--- config.mk ---
export PLATFORM = sky130hd
export DESIGN_NAME = registers
export DESIGN_NICKNAME = d
export VERILOG_FILES = /design/src/common/sdmac_reg_pkg.sv /design/src/common/sdmac_bus_pkg.sv /design/src/registers/addr_decoder.sv /design/src/registers/registers_cntr.sv /design/src/registers/registers_istr.sv /design/src/registers/registers_term.sv /design/src/registers/registers.sv
export VERILOG_INCLUDE_DIRS = /design/src /design/src/common
export SDC_FILE = /design/constraint.sdc
export NUM_CORES = 1
export LEC_CHECK = 0
export BUFFER_PORTS_ARGS = -buffer_cell sky130_fd_sc_hd__buf_4
export CAP_MARGIN = 20
export CORE_ASPECT_RATIO = 1.75
export CORE_UTILIZATION = 32
export DETAILED_ROUTE_END_ITERATION = 8
export MAX_ROUTING_LAYER = met4
export PLACE_DENSITY = 0.66
export SLEW_MARGIN = 20
export SYNTH_ARGS = -nofsm -noshare
export SYNTH_HDL_FRONTEND = slang
export SYNTH_SLANG_ARGS = --single-unit
--- constraint.sdc ---
create_clock -name CLK -period 5.14 [get_ports CLK]
set_input_delay 1.028 -clock CLK [delete_from_list [all_inputs] [get_ports CLK]]
set_output_delay 1.028 -clock CLK [all_outputs]
set_load 0.005 [all_outputs]
--- src/common/sdmac_config.svh ---
// Register map and acknowledge timing for the SDMAC host register block.
// Offsets are byte addresses on addr[7:0]. Delays are counted in CLK cycles.
`ifndef SDMAC_CONFIG_SVH
`define SDMAC_CONFIG_SVH

`define SDMAC_OFS_WTC      8'h04  // Word transfer count
`define SDMAC_OFS_CNTR     8'h08  // Control register
`define SDMAC_OFS_ACR      8'h0C  // Auxiliary control
`define SDMAC_OFS_ST_DMA   8'h10  // Start DMA strobe
`define SDMAC_OFS_FLUSH    8'h14  // FIFO flush strobe
`define SDMAC_OFS_CINT     8'h18  // Clear interrupts strobe
`define SDMAC_OFS_ISTR     8'h1C  // Interrupt status
`define SDMAC_OFS_SP_DMA   8'h3C  // Stop DMA strobe
`define SDMAC_OFS_SSPBDAT  8'h58  // Scratch/peripheral data

`define SDMAC_WD_LO        8'h40  // SCSI chip window, low end
`define SDMAC_WD_HI        8'h4F  // SCSI chip window, high end

`define SDMAC_WTC_VALUE    32'd4  // WTC always reads this
`define SDMAC_DSACK_DLY      3    // Normal acknowledge delay
`define SDMAC_DSACK_DLY_ACR  5    // Slower for ACR writes
`define SDMAC_DATA_W        32    // CPU data bus width

`endif

--- src/common/sdmac_reg_pkg.sv ---
// Field layout of the control and status registers.
// Both are 9 bits wide and zero-extended onto the data bus.
`default_nettype none

package sdmac_reg_pkg;

  // Control register, stored as written
  typedef struct packed {
    logic [3:0] rsvd_hi;    // Bits 8:5, stored only
    logic       preset;     // Peripheral reset
    logic       rsvd3;      // Stored only
    logic       intena;     // Interrupt enable
    logic       dmadir;     // DMA direction
    logic       rsvd0;      // Stored only
  } cntr_t;

  // Interrupt status register
  typedef struct packed {
    logic       int_f;      // Pending and enabled
    logic [2:0] rsvd_hi;    // Read as 0
    logic       intp;       // Interrupt pending
    logic [1:0] rsvd_lo;    // Read as 0
    logic       fifo_full;
    logic       fifo_empty;
  } istr_t;

endpackage

`default_nettype wire

--- src/common/sdmac_bus_pkg.sv ---
// Bus side definitions for the host register block.
`default_nettype none

package sdmac_bus_pkg;

  // Read target picked by the decoder
  typedef enum logic [2:0] {
    SEL_NONE    = 3'd0,  // Not a readable register, bus reads 0
    SEL_WTC     = 3'd1,
    SEL_CNTR    = 3'd2,
    SEL_ISTR    = 3'd3,
    SEL_SSPBDAT = 3'd4
  } reg_sel_e;

endpackage

`default_nettype wire

--- src/registers/addr_decoder.sv ---
// Decodes CPU accesses into read selects, write pulses and window levels.
// Action strobes fire on the first cycle of any access, read or write.
`include "sdmac_config.svh"
`default_nettype none

module addr_decoder (
  input  wire logic               CLK,
  input  wire logic               RST_,
  input  wire logic [7:0]         addr,
  input  wire logic               dmac_,     // Chip select
  input  wire logic               as_,       // Address strobe
  input  wire logic               rw,        // High for read
  output sdmac_bus_pkg::reg_sel_e reg_sel,
  output logic                    cntr_wr,
  output logic                    acr_wr,
  output logic                    sspbdat_wr,
  output logic                    st_dma,
  output logic                    sp_dma,
  output logic                    clr_int,
  output logic                    flush,
  output logic                    istr_rd,
  output logic                    h_0c,
  output logic                    wdregreq
);
  import sdmac_bus_pkg::*;

  logic access;    // Strobe and select both low
  logic seen;      // Access already past its first edge
  logic first;
  logic wr_first;

  assign access   = ~as_ & ~dmac_;
  assign first    = access & ~seen;  // High only until the first edge
  assign wr_first = first & ~rw;

  always_ff @(posedge CLK) begin
    if (!RST_) begin
      seen <= 1'b0;
    end else begin
      seen <= access;  // Drops again once as_ rises
    end
  end

  // One pulse per access
  assign cntr_wr    = wr_first & (addr == `SDMAC_OFS_CNTR);
  assign acr_wr     = wr_first & (addr == `SDMAC_OFS_ACR);
  assign sspbdat_wr = wr_first & (addr == `SDMAC_OFS_SSPBDAT);
  assign st_dma     = first & (addr == `SDMAC_OFS_ST_DMA);
  assign sp_dma     = first & (addr == `SDMAC_OFS_SP_DMA);
  assign clr_int    = first & (addr == `SDMAC_OFS_CINT);
  assign flush      = first & (addr == `SDMAC_OFS_FLUSH);

  // Levels held for the whole access
  assign istr_rd  = access & rw & (addr == `SDMAC_OFS_ISTR);
  assign h_0c     = access & (addr == `SDMAC_OFS_ACR);
  assign wdregreq = access & (addr >= `SDMAC_WD_LO) & (addr <= `SDMAC_WD_HI);

  always_comb begin
    reg_sel = SEL_NONE;
    if (access && rw) begin
      case (addr)
        `SDMAC_OFS_WTC:     reg_sel = SEL_WTC;
        `SDMAC_OFS_CNTR:    reg_sel = SEL_CNTR;
        `SDMAC_OFS_ISTR:    reg_sel = SEL_ISTR;
        `SDMAC_OFS_SSPBDAT: reg_sel = SEL_SSPBDAT;
        default:            reg_sel = SEL_NONE;  // Strobes and window read 0
      endcase
    end
  end

endmodule

`default_nettype wire

--- src/registers/registers_cntr.sv ---
// Control register and DMA enable flag.
// Stop DMA wins over start DMA when both arrive together.
`default_nettype none

module registers_cntr (
  input  wire logic           CLK,
  input  wire logic           RST_,
  input  wire logic           cntr_wr,
  input  wire logic           st_dma,
  input  wire logic           sp_dma,
  input  wire logic [8:0]     mid,       // Low bits of CPU write data
  output sdmac_reg_pkg::cntr_t cntr_o,
  output logic                intena,
  output logic                preset,
  output logic                dmadir,
  output logic                dmaena
);
  import sdmac_reg_pkg::*;

  always_ff @(posedge CLK) begin
    if (!RST_) begin
      cntr_o <= '0;
    end else if (cntr_wr) begin
      cntr_o <= cntr_t'(mid);  // All 9 bits kept for readback
    end
  end

  // DMA enable, set and cleared by action strobes only
  always_ff @(posedge CLK) begin
    if (!RST_) begin
      dmaena <= 1'b0;
    end else if (sp_dma) begin
      dmaena <= 1'b0;
    end else if (st_dma) begin
      dmaena <= 1'b1;
    end
  end

  // Named fields straight out
  assign intena = cntr_o.intena;
  assign preset = cntr_o.preset;  // Held while bit set
  assign dmadir = cntr_o.dmadir;

endmodule

`default_nettype wire

--- src/registers/registers_istr.sv ---
// Interrupt pending latch and status register.
// Pending cannot be cleared while inta_i is still high.
`default_nettype none

module registers_istr (
  input  wire logic           CLK,
  input  wire logic           RST_,
  input  wire logic           fifoempty,
  input  wire logic           fifofull,
  input  wire logic           clr_int,
  input  wire logic           istr_rd,    // Level for whole ISTR read
  input  wire logic           intena,
  input  wire logic           inta_i,     // Interrupt request in
  output sdmac_reg_pkg::istr_t istr_o,
  output logic                int_o_
);
  import sdmac_reg_pkg::*;

  logic pending;
  logic empty_q;   // FIFO flag snapshot
  logic full_q;

  always_ff @(posedge CLK) begin
    if (!RST_) begin
      pending <= 1'b0;
    end else if (inta_i) begin
      pending <= 1'b1;  // Request wins over clear
    end else if (clr_int) begin
      pending <= 1'b0;
    end
  end

  // Flags frozen while the CPU reads ISTR
  always_ff @(posedge CLK) begin
    if (!istr_rd) begin
      empty_q <= fifoempty;
      full_q  <= fifofull;
    end
  end

  always_comb begin
    istr_o            = '0;  // Unused bits read 0
    istr_o.fifo_empty = empty_q;
    istr_o.fifo_full  = full_q;
    istr_o.intp       = pending;
    istr_o.int_f      = pending & intena;
  end

  // Active low to the CPU
  assign int_o_ = ~(pending & intena);

endmodule

`default_nettype wire

--- src/registers/registers_term.sv ---
// Acknowledge timer. reg_dsk_ falls a fixed number of cycles into an access.
// Never acknowledges the SCSI window, that chip answers itself.
`include "sdmac_config.svh"
`default_nettype none

module registers_term (
  input  wire logic CLK,
  input  wire logic RST_,
  input  wire logic as_,
  input  wire logic dmac_,
  input  wire logic wdregreq,
  input  wire logic h_0c,
  output logic      reg_dsk_
);
  localparam logic [2:0] DLY_STD = 3'(`SDMAC_DSACK_DLY);
  localparam logic [2:0] DLY_ACR = 3'(`SDMAC_DSACK_DLY_ACR);

  logic       access;
  logic [2:0] cnt;     // Edges seen in this access, saturates
  logic [2:0] dly;

  assign access = ~as_ & ~dmac_;
  assign dly    = h_0c ? DLY_ACR : DLY_STD;

  always_ff @(posedge CLK) begin
    if (!RST_) begin
      cnt      <= '0;
      reg_dsk_ <= 1'b1;
    end else if (!access) begin
      cnt      <= '0;
      reg_dsk_ <= 1'b1;  // Release as soon as as_ is seen high
    end else begin
      if (cnt != 3'd7) begin
        cnt <= cnt + 3'd1;
      end
      if (!wdregreq && (cnt >= dly)) begin
        reg_dsk_ <= 1'b0;
      end
    end
  end

endmodule

`default_nettype wire

--- src/registers/registers.sv ---
// Host register block of the SCSI DMA controller, top level.
// FIFO, byte pointer, DMA engine and SCSI chip sit outside on plain ports.
`include "sdmac_config.svh"
`default_nettype none

module registers (
  input  wire logic                     CLK,
  input  wire logic                     RST_,
  input  wire logic [7:0]               addr,
  input  wire logic                     dmac_,
  input  wire logic                     as_,
  input  wire logic                     rw,
  input  wire logic [31:0]              mid,       // CPU write data
  input  wire logic                     stopflush, // Flush done
  input  wire logic                     fifoempty,
  input  wire logic                     fifofull,
  input  wire logic                     inta_i,
  output logic      [`SDMAC_DATA_W-1:0] reg_od,    // CPU read data
  output logic                          preset,
  output logic                          flushfifo,
  output logic                          acr_wr,    // To byte pointer
  output logic                          h_0c,      // To byte pointer
  output logic                          a1,
  output logic                          int_o_,
  output logic                          dmadir,
  output logic                          dmaena,
  output logic                          reg_dsk_,
  output logic                          wdregreq   // SCSI chip request
);
  import sdmac_reg_pkg::*;
  import sdmac_bus_pkg::*;

  localparam int CNTR_PAD = `SDMAC_DATA_W - $bits(cntr_t);
  localparam int ISTR_PAD = `SDMAC_DATA_W - $bits(istr_t);

  reg_sel_e   reg_sel;
  cntr_t      cntr_o;
  istr_t      istr_o;
  logic [7:0] sspbdat;
  logic       cntr_wr, sspbdat_wr, istr_rd, intena;
  logic       st_dma, sp_dma, clr_int, flush;  // Action strobes

  addr_decoder u_addr_decoder (
    .CLK(CLK), .RST_(RST_), .addr(addr), .dmac_(dmac_), .as_(as_), .rw(rw),
    .reg_sel(reg_sel), .cntr_wr(cntr_wr), .acr_wr(acr_wr), .sspbdat_wr(sspbdat_wr),
    .st_dma(st_dma), .sp_dma(sp_dma), .clr_int(clr_int), .flush(flush),
    .istr_rd(istr_rd), .h_0c(h_0c), .wdregreq(wdregreq)
  );

  registers_cntr u_registers_cntr (
    .CLK(CLK), .RST_(RST_), .cntr_wr(cntr_wr), .st_dma(st_dma), .sp_dma(sp_dma),
    .mid(mid[8:0]), .cntr_o(cntr_o), .intena(intena), .preset(preset),
    .dmadir(dmadir), .dmaena(dmaena)
  );

  registers_istr u_registers_istr (
    .CLK(CLK), .RST_(RST_), .fifoempty(fifoempty), .fifofull(fifofull),
    .clr_int(clr_int), .istr_rd(istr_rd), .intena(intena), .inta_i(inta_i),
    .istr_o(istr_o), .int_o_(int_o_)
  );

  registers_term u_registers_term (
    .CLK(CLK), .RST_(RST_), .as_(as_), .dmac_(dmac_), .wdregreq(wdregreq),
    .h_0c(h_0c), .reg_dsk_(reg_dsk_)
  );

  always_ff @(posedge CLK) begin
    if (!RST_) begin
      flushfifo <= 1'b0;
      a1        <= 1'b0;
      sspbdat   <= 8'h00;
    end else begin
      if (flush) begin
        flushfifo <= 1'b1;  // New flush beats stopflush
      end else if (stopflush) begin
        flushfifo <= 1'b0;
      end
      if (acr_wr) begin
        a1 <= mid[25];      // Address bit 1 as written to ACR
      end
      if (sspbdat_wr) begin
        sspbdat <= mid[7:0];
      end
    end
  end

  // Read mux, zero when nothing readable is selected
  always_comb begin
    case (reg_sel)
      SEL_WTC:     reg_od = `SDMAC_WTC_VALUE;
      SEL_CNTR:    reg_od = {{CNTR_PAD{1'b0}}, cntr_o};
      SEL_ISTR:    reg_od = {{ISTR_PAD{1'b0}}, istr_o};
      SEL_SSPBDAT: reg_od = {{(`SDMAC_DATA_W - 8){1'b0}}, sspbdat};
      default:     reg_od = '0;
    endcase
  end

endmodule

`default_nettype wire

==> run metrics, run 1 <==
kind of critical path=in -> out; WHS=465 ps; clk sinks=28; Critical Path Sink=reg_od[4]; n_diodes=0; worst slack at placement=approximately 1600 ps; TritonCTS buffer count=3; Die H=96.4 µm; RR Endpoint=u_registers_cntr.cntr_o[8]$_SDFFE_PN0P_; CP startpoint=addr[2]; post-cts hold buffer count=0; crit start category=input port; CP peak stage delay=roughly 630 ps; Yosys warning count=0; final cycle utilization of the critical path=0.688; RSZ-0062 raised after global routing=false; Initial DRC Count=17; Critical Path Slowest Stage Cell=nor4b_4; worst skew pair latency=280 ps; clk_skew=4.60 ps; port bufs=45; final setup TNS=0 ps; starting density of the core=0.330; Vias/cell=4.79; Max clock buf depth=2; Hold Path Class=reg -> reg; Reg2Reg Setup Slack=3750 ps; most frequent CP cell=buf_4; final hold vios=0; clk root buf=clkbuf_8; Detail Placement HPWL=~2700 µm; crit-path max FO=10; CP Buf/Inv Count=2; Overall Global Routing Usage=0.133; fmax=0.283 GHz; Slew @ Worst Pin=671 ps; status=finished clean; Post-Syn Area=~1600 µm²; Routed wire per std cell=roughly 13 µm; Tmin final=3540 ps; critical-path cell list=buf_4 -> nor4b_4 -> nand3_1 -> o221ai_1 -> buf_4; number of max-cap violations=0; Rows=34; power density over the cells=201 nW/µm²; Routed WL=3480 µm; peak supply drop=0.164 mV; initial antenna violation count=0; post-synthesis sequential area ratio=0.357; CP arrival=2510 ps; P&R area growth vs syn=19.8%; Core ar.=roughly 5000 µm²; Pre-antenna DRT Iters=4; CP Depth=5; CP Data Required Time=between 4000 and 5000 ps; syn avg cell area=9.46 µm²; PostCTS Resize Cnt=0; worst relative slew slack=0.551; R2R cell count=3; Nets=about 270; endpoints failing setup=0; die area=5390 µm²; CP top delay family=simple AND/OR/NAND/NOR gates; layout cells sized above 1=0.274; largest net degree at the start of global routing=34; Post CTS Setup Buffer Count=0; Post-DRT Antenna Nets=0; fin. max-slew vios=0; worst flop-to-flop path startpoint=u_addr_decoder.seen$_SDFF_PN0_; vias in the first global route=1,169; cells after synthesis=172; global-route wire length before repair=around 5300 µm; CTS tree=yes; Netlist cell types=43; clk slew on worst S/H paths=~100 ps; DRC Markers=0; Setup crit end kind=output port; GP Congestion=0.735; Die X=between 50 and 60 µm; Yosys reg bits=28; routed vias=1,288; LEAKAGE=0.974 nW; grt total ovfl=0; H-Tree Depth=1; post-layout worst setup margin=1600 ps; Top-Level Pins=91
## report_power, final
group | internal (mW) | switching, mW
clock network | 0.0557 | 0.0696
registers | 0.221 | 0.00136
logic | 0.0195 | 0.0239
## worst min path at each step
stage / startpoint / endpoint / slack, ps / cells past startpoint
3_5_place_dp: sspbdat[4]$_SDFFE_PN0P_ / sspbdat[4]$_SDFFE_PN0P_ / 460 / 2
2_1_floorplan: u_registers_cntr.cntr_o[3]$_SDFFE_PN0P_ / u_registers_cntr.cntr_o[3]$_SDFFE_PN0P_ / 440 / 2
6_report: u_registers_cntr.cntr_o[3]$_SDFFE_PN0P_ / u_registers_cntr.cntr_o[3]$_SDFFE_PN0P_ / 460 / 2
3_3_place_gp: sspbdat[6]$_SDFFE_PN0P_ / sspbdat[6]$_SDFFE_PN0P_ / 440 / 2
4_1_cts: sspbdat[4]$_SDFFE_PN0P_ / sspbdat[4]$_SDFFE_PN0P_ / 470 / 2
5_1_grt: sspbdat[4]$_SDFFE_PN0P_ / sspbdat[4]$_SDFFE_PN0P_ / 480 / 2
## cells by family (layout without fill, tap and decap cells)
kind of cell / count (synthesis) / in the layout / share of synthesized area
buffers and inverters: 37 / 58 / 0.150
AND/OR/NAND/NOR: 62 / 62 / 0.242
AO/OA/AOI/OAI: 19 / 19 / 0.0899
adder cells (fa/ha/maj): 4 / 4 / 0.0307
multiplexers: 20 / 20 / 0.123
XOR/XNOR: 1 / 1 / 0.00538
flip-flops: 28 / 28 / 0.357
other: 1 / 23 / 0.00230
## area by class of cell
cell class              count  area (µm²)
clock buffers               4        45.0
fillers                   524        2980
inverters                   9        33.8
multi-input cells         129         886
flip-flops and latches     28         581
well taps                  54        67.6
repair buffers             45         338
## per-layer routing
layer / global-route usage / wire length (µm)
met4: 0.0610 / 76
met3: 0.0202 / 153
met5: - / 0
met2: 0.239 / 1830
met1: 0.143 / 1420
## Yosys cell counts
master | instances | area [µm²]
nand2_1 | 30 | 113
dfxtp_1 | 26 | 521
buf_4 | 23 | 173
mux2i_1 | 20 | 200
inv_1 | 9 | 33.8
nor2_1 | 5 | 18.8
a22o_1 | 4 | 35.0
ha_1 | 4 | 50.1
nand4_1 | 3 | 18.8
o221ai_1 | 3 | 26.3
a21oi_1 | 2 | 10.0
a31oi_1 | 2 | 12.5
and3_1 | 2 | 12.5
and3_2 | 2 | 15.0
and4bb_2 | 2 | 25.0
dlygate4sd1_1 | 2 | 17.5
edfxtp_1 | 2 | 60.1
nand3_1 | 2 | 10.0
nor4_4 | 2 | 42.5
nor4b_1 | 2 | 17.5
o21ai_0 | 2 | 10.0
o2bb2ai_1 | 2 | 17.5
a21o_1 | 1 | 7.51
a311oi_1 | 1 | 8.76
a41o_1 | 1 | 10.0
and2_1 | 1 | 6.26
and3b_1 | 1 | 8.76
buf_2 | 1 | 5.00
buf_6 | 1 | 11.3
clkbuf_1 | 1 | 3.75
conb_1 | 1 | 3.75
nand3_2 | 1 | 10.0
nand3_4 | 1 | 17.5
nand4b_1 | 1 | 8.76
nor3_1 | 1 | 5.00
nor3b_1 | 1 | 7.51
nor3b_2 | 1 | 12.5
nor4_1 | 1 | 6.26
nor4b_4 | 1 | 23.8
o31a_1 | 1 | 8.76
or2_2 | 1 | 6.26
or3b_1 | 1 | 8.76
xor2_1 | 1 | 8.76
## flip-flops by register name, summed over array words and instances (netlist names)
name,count
u_registers_cntr.dmaena,1
u_registers_term.cnt,3
u_registers_istr.empty_q,1
u_registers_cntr.intena,1
u_registers_term.reg_dsk_,1
u_registers_cntr.preset,1
sspbdat,8
u_registers_istr.full_q,1
u_registers_cntr.cntr_o,6
flushfifo,1
u_addr_decoder.seen,1
a1,1
u_registers_cntr.dmadir,1
u_registers_istr.pending,1
## worst register-to-register path: cells and delay by family, from the launching register on
family,cells,cell delay [ps]
multiplexers,1,210
AND/OR/NAND/NOR,2,720
flip-flops,1,350
## through the flow
step / util / power, mW / cell area, µm² / cells
after floorplan: - / 0.260 / 1710 / 194
after global placement: 0.386 / 0.271 / 1910 / 265
after detailed placement: 0.386 / 0.271 / 1910 / 265
after CTS: 0.395 / 0.395 / 1950 / 269
after global routing: 0.395 / 0.410 / 1950 / 269
final: 0.395 / 0.391 / 1950 / 269
## placed cells by master, fill, tap and decap left out, types with 3 or more instances in the layout
| master | count |
|---|---|
| buf_4 | 45 |
| nand2_1 | 30 |
| dfxtp_1 | 26 |
| conb_1 | 23 |
| mux2i_1 | 20 |
| inv_1 | 9 |
| nor2_1 | 5 |
| a22o_1 | 4 |
| ha_1 | 4 |
| nand4_1 | 3 |
| o221ai_1 | 3 |
| clkbuf_8 | 3 |
(Power assumes the default switching activity.)
==> inputs of run 2 (changes only) <==
--- a/config.mk
+++ b/config.mk
@@ -12,7 +12,7 @@
 export CORE_UTILIZATION = 32
 export DETAILED_ROUTE_END_ITERATION = 8
 export MAX_ROUTING_LAYER = met4
-export PLACE_DENSITY = 0.66
+export PLACE_DENSITY = 0.68
 export SLEW_MARGIN = 20
 export SYNTH_ARGS = -nofsm -noshare
 export SYNTH_HDL_FRONTEND = slang
==> constraint.sdc (replaced) <==
create_clock -name CLK -period 3.2 [get_ports CLK]
set_input_delay 0.64 -clock CLK [delete_from_list [all_inputs] [get_ports CLK]]
set_output_delay 0.64 -clock CLK [all_outputs]
set_load 0.005 [all_outputs]
==> run metrics, run 2 (synthesis results as in run 1) <==
LEAKAGE=0.990 nW (was 0.974 nW); Final Cell Area=1970 µm² (was 1950 µm²); final hold vios=0 (unchanged); Sw Ratio=0.243 (was 0.242); kind of critical path=in -> out (unchanged); global-route wire length before repair=5640 µm (was 5310 µm); combinational share of power=0.113 (was 0.111); RSZ-0062 raised after global routing=false (unchanged); crit start category=input port (unchanged); final non-filler cell total=272 (was 269); power density over the cells=318 nW/µm² (was 201 nW/µm²); Nets=272 (was 269); crit-path max FO=9 (was 10); Pre-antenna DRT Iters=4 (unchanged); H-Tree Depth=1 (unchanged); Core ar.=4930 µm² (unchanged); Top-Level Pins=91 (unchanged); final setup TNS=0 ps (unchanged); CP peak stage delay=500 ps (was 630 ps); Setup crit end kind=output port (unchanged); n_diodes=0 (unchanged); WHS=467 ps (was 465 ps); clk_skew=1.55 ps (was 4.60 ps); Die H=96.4 µm (unchanged); Tmin final=2570 ps; Max clock buf depth=2 (unchanged); Post-Route Utilization=0.400 (was 0.395); grt total ovfl=0 (unchanged); endpoints failing setup=0 (unchanged); most frequent CP cell=buf_4 (unchanged); largest net degree at the start of global routing=34 (unchanged); Largest regs=sspbdat (8), u_registers_cntr.cntr_o (6), u_registers_term.cnt (3) (unchanged); DRC Markers=0 (unchanged); fmax=0.389 GHz; critical-path cell list=buf_4 -> nor4b_4 -> nand3_1 -> o221ai_1 -> buf_4 (unchanged); worst slack at placement=642 ps (was 1580 ps); GP Congestion=0.748 (was 0.735); Die X=55.9 µm (unchanged); fin. max-slew vios=0 (unchanged); commonest cells after routing, fill and taps aside=48 x buf_4, 30 x nand2_1, 26 x dfxtp_1, 23 x conb_1, 20 x mux2i_1 (was 45 x buf_4, 30 x nand2_1, 26 x dfxtp_1, 23 x conb_1, 20 x mux2i_1); Post-DRT Antenna Nets=0 (unchanged); clk slew on worst S/H paths=90 ps (was 100 ps); P&R area growth vs syn=21.2% (was 19.8%); dpl cell area=1930 µm² (was 1910 µm²); post-placement cell count=268 (was 265); Routed wire per std cell=12.7 µm (was 12.9 µm); Hold Path Class=reg -> reg (unchanged); max reg flops=8 (unchanged); final cycle utilization of the critical path=0.803; number of max-cap violations=0 (unchanged); Critical Path Slowest Stage Cell=nor4b_4 (unchanged); TritonCTS buffer count=3 (unchanged); Rows=34 (unchanged); sequential share of power=0.571 (was 0.569); CP Data Required Time=2560 ps (was 4110 ps); starting density of the core=0.330 (unchanged); CTS tree=yes (unchanged); CP arrival=1930 ps (was 2510 ps); Initial DRC Count=18 (was 17); worst skew pair latency=280 ps (about the same); post-cts hold buffer count=0 (unchanged); Reg with most FFs=sspbdat (unchanged); clock power share=0.316 (was 0.320); layout cells sized above 1=0.284 (was 0.274); Routed WL=3460 µm (was 3480 µm); Post CTS Setup Buffer Count=0 (unchanged); die area=5390 µm² (unchanged); commonest non-fill, non-tap cell in the layout=buf_4 (unchanged); initial antenna violation count=0 (unchanged); clk root buf=clkbuf_8 (unchanged); Detail Placement HPWL=2660 µm (was 2720 µm); power after layout=627 µW (was 391 µW); status=finished clean (unchanged); post-layout worst setup margin=631 ps (was 1600 ps); port bufs=45 (unchanged); Overall Global Routing Usage=0.137 (was 0.133); peak supply drop=0.205 mV (was 0.164 mV); vias in the first global route=1,235 (was 1,169); NetSw=152 µW (was 94.8 µW); clk sinks=28 (unchanged); Vias/cell=4.88 (was 4.79); Int Pwr=475 µW (was 297 µW); PostCTS Resize Cnt=0 (unchanged); routed vias=1,327 (was 1,288); fill cell count=500 (was 524)
run 2: cell count changes in the layout (fill, tap and decap cells not counted):
cell and change:
buf_4 +3, clkbuf_1 -1, clkinv_1 +1
run 2: power groups by stage:
stage | Clock, mW | Combinational [mW] | Sequential (mW)
after floorplan | 0 | 0.0516 | 0.365
after global placement | 0 | 0.0707 | 0.366
after detailed placement | 0 | 0.0707 | 0.366
after CTS | 0.203 | 0.0712 | 0.358
after global routing | 0.219 | 0.0787 | 0.359
final | 0.198 | 0.0710 | 0.358
run 2: area by class of cell:
cell class                      count  area [µm²]  share of cell area
Clock buffer                        3        41.3              0.0209
Clock inverter                      1        3.75             0.00190
Inverter                            9        33.8              0.0171
Multi-Input combinational cell    129         886               0.449
Sequential cell                    28         581               0.294
Tap cell                           54        67.6              0.0342
Timing Repair Buffer               48         360               0.183
run 2: path summary, 6_finish.rpt:
kind	start	endpoint	slack (ps)	cells after the start
worst max-delay path	addr[2]	reg_od[0]	630	5
worst min-delay path	sspbdat[0]$_SDFFE_PN0P_	sspbdat[0]$_SDFFE_PN0P_	470	2
worst max register to register	u_addr_decoder.seen$_SDFF_PN0_	u_registers_cntr.cntr_o[7]$_SDFFE_PN0P_	1760	3
worst min register to register	sspbdat[0]$_SDFFE_PN0P_	sspbdat[0]$_SDFFE_PN0P_	470	2
run 2: critical path: cells and delay by family:
family,cells,cell delay (ps)
AO/OA/AOI/OAI,1,270
buffers and inverters,2,290
AND/OR/NAND/NOR,2,730
run 2: per-layer routing:
layer  track usage  vias up  part of all wire
met5             -        -                 0
met4        0.0447        0             0.010
met3        0.0228        4             0.054
met2         0.254       50              0.54
met1         0.149      624              0.40
li1              -      649                 -
==> inputs of run 3 (changes only) <==
--- a/config.mk
+++ b/config.mk
@@ -6,13 +6,14 @@
 export SDC_FILE = /design/constraint.sdc
 export NUM_CORES = 1
 export LEC_CHECK = 0
+export ABC_AREA = 1
 export BUFFER_PORTS_ARGS = -buffer_cell sky130_fd_sc_hd__buf_4
 export CAP_MARGIN = 20
 export CORE_ASPECT_RATIO = 1.75
 export CORE_UTILIZATION = 32
 export DETAILED_ROUTE_END_ITERATION = 8
 export MAX_ROUTING_LAYER = met4
-export PLACE_DENSITY = 0.68
+export PLACE_DENSITY = 0.67
 export SLEW_MARGIN = 20
 export SYNTH_ARGS = -nofsm -noshare
 export SYNTH_HDL_FRONTEND = slang
==> constraint.sdc (replaced) <==
create_clock -name CLK -period 2.2 [get_ports CLK]
set_input_delay 0.44 -clock CLK [delete_from_list [all_inputs] [get_ports CLK]]
set_output_delay 0.44 -clock CLK [all_outputs]
set_load 0.005 [all_outputs]
==> run metrics, run 3 <==
clk_skew=3.98 ps (was 1.55 ps); kind of critical path=in -> out (unchanged); Reg with most FFs=sspbdat (unchanged); Largest regs=sspbdat (8), u_registers_cntr.cntr_o (6), u_registers_term.cnt (3) (unchanged); endpoints failing setup=0 (unchanged); CP arrival=1550 ps (was 1930 ps); Vias/cell=4.22 (was 4.88); commonest non-fill, non-tap cell in the layout=nand2_1 (was buf_4); post-synthesis sequential area ratio=0.322 (was 0.357); final setup TNS=0 ps (unchanged); Initial DRC Count=43 (was 18); Routed WL=3960 µm (was 3460 µm); H-Tree Depth=1 (unchanged); Core ar.=5340 µm² (was 4930 µm²); TritonCTS buffer count=3 (unchanged); routed vias=1,633 (was 1,327); DRC Markers=0 (unchanged); fill cell count=620 (was 500); final cycle utilization of the critical path=0.904; top cell type's share of synthesized area=0.289 (was 0.320); worst skew pair latency=270 ps (was 280 ps); simple-gate area share of the yosys netlist=0.441 (was 0.242); Routed wire per std cell=10.2 µm (was 12.7 µm); CP Depth=9 (was 5); CP top delay family=simple AND/OR/NAND/NOR gates (unchanged); Post CTS Setup Buffer Count=0 (unchanged); R2R cell count=6 (was 3); post-layout worst setup margin=211 ps (was 631 ps); max reg flops=8 (unchanged); starting density of the core=0.337 (was 0.330); Setup crit end kind=output port (unchanged); post-cts hold buffer count=0 (unchanged); power density over the cells=430 nW/µm² (was 318 nW/µm²); syn avg cell area=6.75 µm² (was 9.46 µm²); portion of netlist area occupied by mux cells=0 (was 0.123); main combinational cell family by area after synthesis=simple AND/OR/NAND/NOR gates (unchanged); most frequent CP cell=nand2_1 (was buf_4); n_diodes=0 (unchanged); global-route wire length before repair=6270 µm (was 5640 µm); Yosys warning count=0 (unchanged); worst flop-to-flop path startpoint=u_addr_decoder.seen$_SDFF_PN0_ (unchanged); RR Endpoint=sspbdat[3]$_SDFFE_PN0P_ (was u_registers_cntr.cntr_o[7]$_SDFFE_PN0P_); critical-path cell list=buf_4 -> inv_1 -> nand2_1 -> nor2_1 -> nand2_1 -> nor2_4 -> nand2_1 -> nand3_1 -> buf_4 (was buf_4 -> nor4b_4 -> nand3_1 -> o221ai_1 -> buf_4); Post-Syn Area=1800 µm² (was 1630 µm²); die area=5950 µm² (was 5390 µm²); Rows=35 (was 34); port bufs=45 (unchanged); CP peak stage delay=220 ps (was 500 ps); Post-DRT Antenna Nets=0 (unchanged); clk sinks=28 (unchanged); crit start category=input port (unchanged); Tmin final=approximately 2000 ps; Nets=367 (was 272); CP Buf/Inv Count=3 (was 2); Post-synth EDFFs=2 (unchanged); fin. max-slew vios=0 (unchanged); RSZ-0062 raised after global routing=false (unchanged); Die H=101 µm (was 96.4 µm); cells after synthesis=267 (was 172); post-synth top area cell=dfxtp_1 (unchanged); Yosys reg bits=28 (unchanged); grt total ovfl=0 (unchanged); CP Data Required Time=1760 ps (was 2560 ps); Detail Placement HPWL=3180 µm (was 2660 µm); initial antenna violation count=0 (unchanged); status=finished clean (unchanged); Reg2Reg Setup Slack=1030 ps (was 1760 ps); clk root buf=clkbuf_8 (unchanged); most common cell in the netlist=nand2_1 (unchanged); Max clock buf depth=2 (unchanged); Critical Path Sink=reg_od[1] (was reg_od[0]); Top-Level Pins=91 (unchanged); crit-path max FO=4 (was 9); Netlist cell types=24 (was 43); Overall Global Routing Usage=0.142 (was 0.137); layout cells sized above 1=0.243 (was 0.284); Pre-antenna DRT Iters=4 (unchanged); Commonest cells post-synth=62 x nand2_1, 53 x nor2_1, 29 x nand3_1 (was 30 x nand2_1, 26 x dfxtp_1, 23 x buf_4); clk slew on worst S/H paths=100 ps (was 90 ps); Hold Path Class=in -> reg (was reg -> reg); vias in the first global route=1,459 (was 1,235); Critical Path Slowest Stage Cell=nor2_1 (was nor4b_4); CP startpoint=addr[0] (was addr[2]); largest net degree at the start of global routing=21 (was 34); worst slack at placement=135 ps (was 642 ps); post-synthesis xor/xnor area fraction=0.00486 (was 0.00538); Die X=58.7 µm (was 55.9 µm); Synth Area in Compound Gates=0.0222 (was 0.0899); Synth Area in Adders=0.0278 (was 0.0307); Synth area leaders=dfxtp_1 29%, nand2_1 13%, nor2_1 11% (was dfxtp_1 32%, mux2i_1 12%, buf_4 11%); commonest cells after routing, fill and taps aside=62 x nand2_1, 53 x nor2_1, 47 x buf_4, 29 x nand3_1, 26 x dfxtp_1 (was 48 x buf_4, 30 x nand2_1, 26 x dfxtp_1, 23 x conb_1, 20 x mux2i_1); Async S/R FF share, synth=0 (unchanged); fmax=0.503 GHz; peak supply drop=0.300 mV (was 0.205 mV); ys flop type=dfxtp_1 (unchanged); LEAKAGE=1.13 nW (was 0.990 nW); final hold vios=0 (unchanged); PostCTS Resize Cnt=0 (unchanged); number of max-cap violations=0 (unchanged); GP Congestion=0.791 (was 0.748); P&R area growth vs syn=20.5% (was 21.2%); CTS tree=yes (unchanged)
run 3: cell types whose count changed in the layout (fill, tap and decap cells not counted), sizes merged, moves of 4 or more:
cell,previous run,this run
a21oi,2,6
a22o,4,0
and3,4,0
inv,9,32
mux2i,20,0
nand2,30,68
nand3,4,29
nor2,5,66
run 3: final cells by class:
type | count | area, µm² | area share
well taps | 74 | 92.6 | 0.0426
clock buffers | 4 | 45.0 | 0.0207
multi-input cells | 202 | 981 | 0.452
flip-flops and latches | 28 | 581 | 0.267
repair buffers | 47 | 353 | 0.162
inverters | 32 | 120 | 0.0553
run 3: routing by layer:
layer  GRT usage  vias to the layer above  part of all wire
met5           -                        -                 0
met4      0.0440                        0             0.016
met3      0.0115                        6             0.040
met2       0.274                       59              0.55
met1       0.144                      708              0.40
li1            -                      860                 -
run 3: how the worst min path moves through the flow:
stage	slack [ps]	depth (start not counted)	to	startpoint
3_5_place_dp	450	2	u_registers_term.reg_dsk_$_SDFFE_PN1P_	u_registers_term.reg_dsk_$_SDFFE_PN1P_
2_1_floorplan	440	2	u_registers_term.reg_dsk_$_SDFFE_PN1P_	u_registers_term.reg_dsk_$_SDFFE_PN1P_
4_1_cts	330	1	u_registers_istr.full_q$_DFFE_PN_	fifofull
3_3_place_gp	450	2	u_registers_term.reg_dsk_$_SDFFE_PN1P_	u_registers_term.reg_dsk_$_SDFFE_PN1P_
5_1_grt	330	1	u_registers_istr.full_q$_DFFE_PN_	fifofull
6_report	340	1	u_registers_istr.full_q$_DFFE_PN_	fifofull
run 3: logic make-up (layout without fill, tap and decap cells):
logic type / after synthesis / count (layout)
flip-flops: 28 / 28
buffers and inverters: 59 / 83
XOR/XNOR: 1 / 1
adder cells (fa/ha/maj): 4 / 4
AND/OR/NAND/NOR: 166 / 166
AO/OA/AOI/OAI: 8 / 8
other: 1 / 23
run 3: power by group:
group / internal, mW / switching [mW] / leakage (nW)
Clock: 0.130 / 0.160 / 0.0228
Sequential: 0.517 / 0.00281 / 0.231
Combinational: 0.0491 / 0.0740 / 0.878
run 3: metrics by stage:
step	power (mW)	util	hold WS [ps]	instances	instance area (µm²)
finish	0.933	0.407	337	387	2170
global placement	0.653	0.398	446	383	2130
global route	0.975	0.407	327	387	2170
detailed placement	0.655	0.398	447	383	2130
CTS	0.941	0.407	330	387	2170
floorplan	0.631	-	442	289	1890
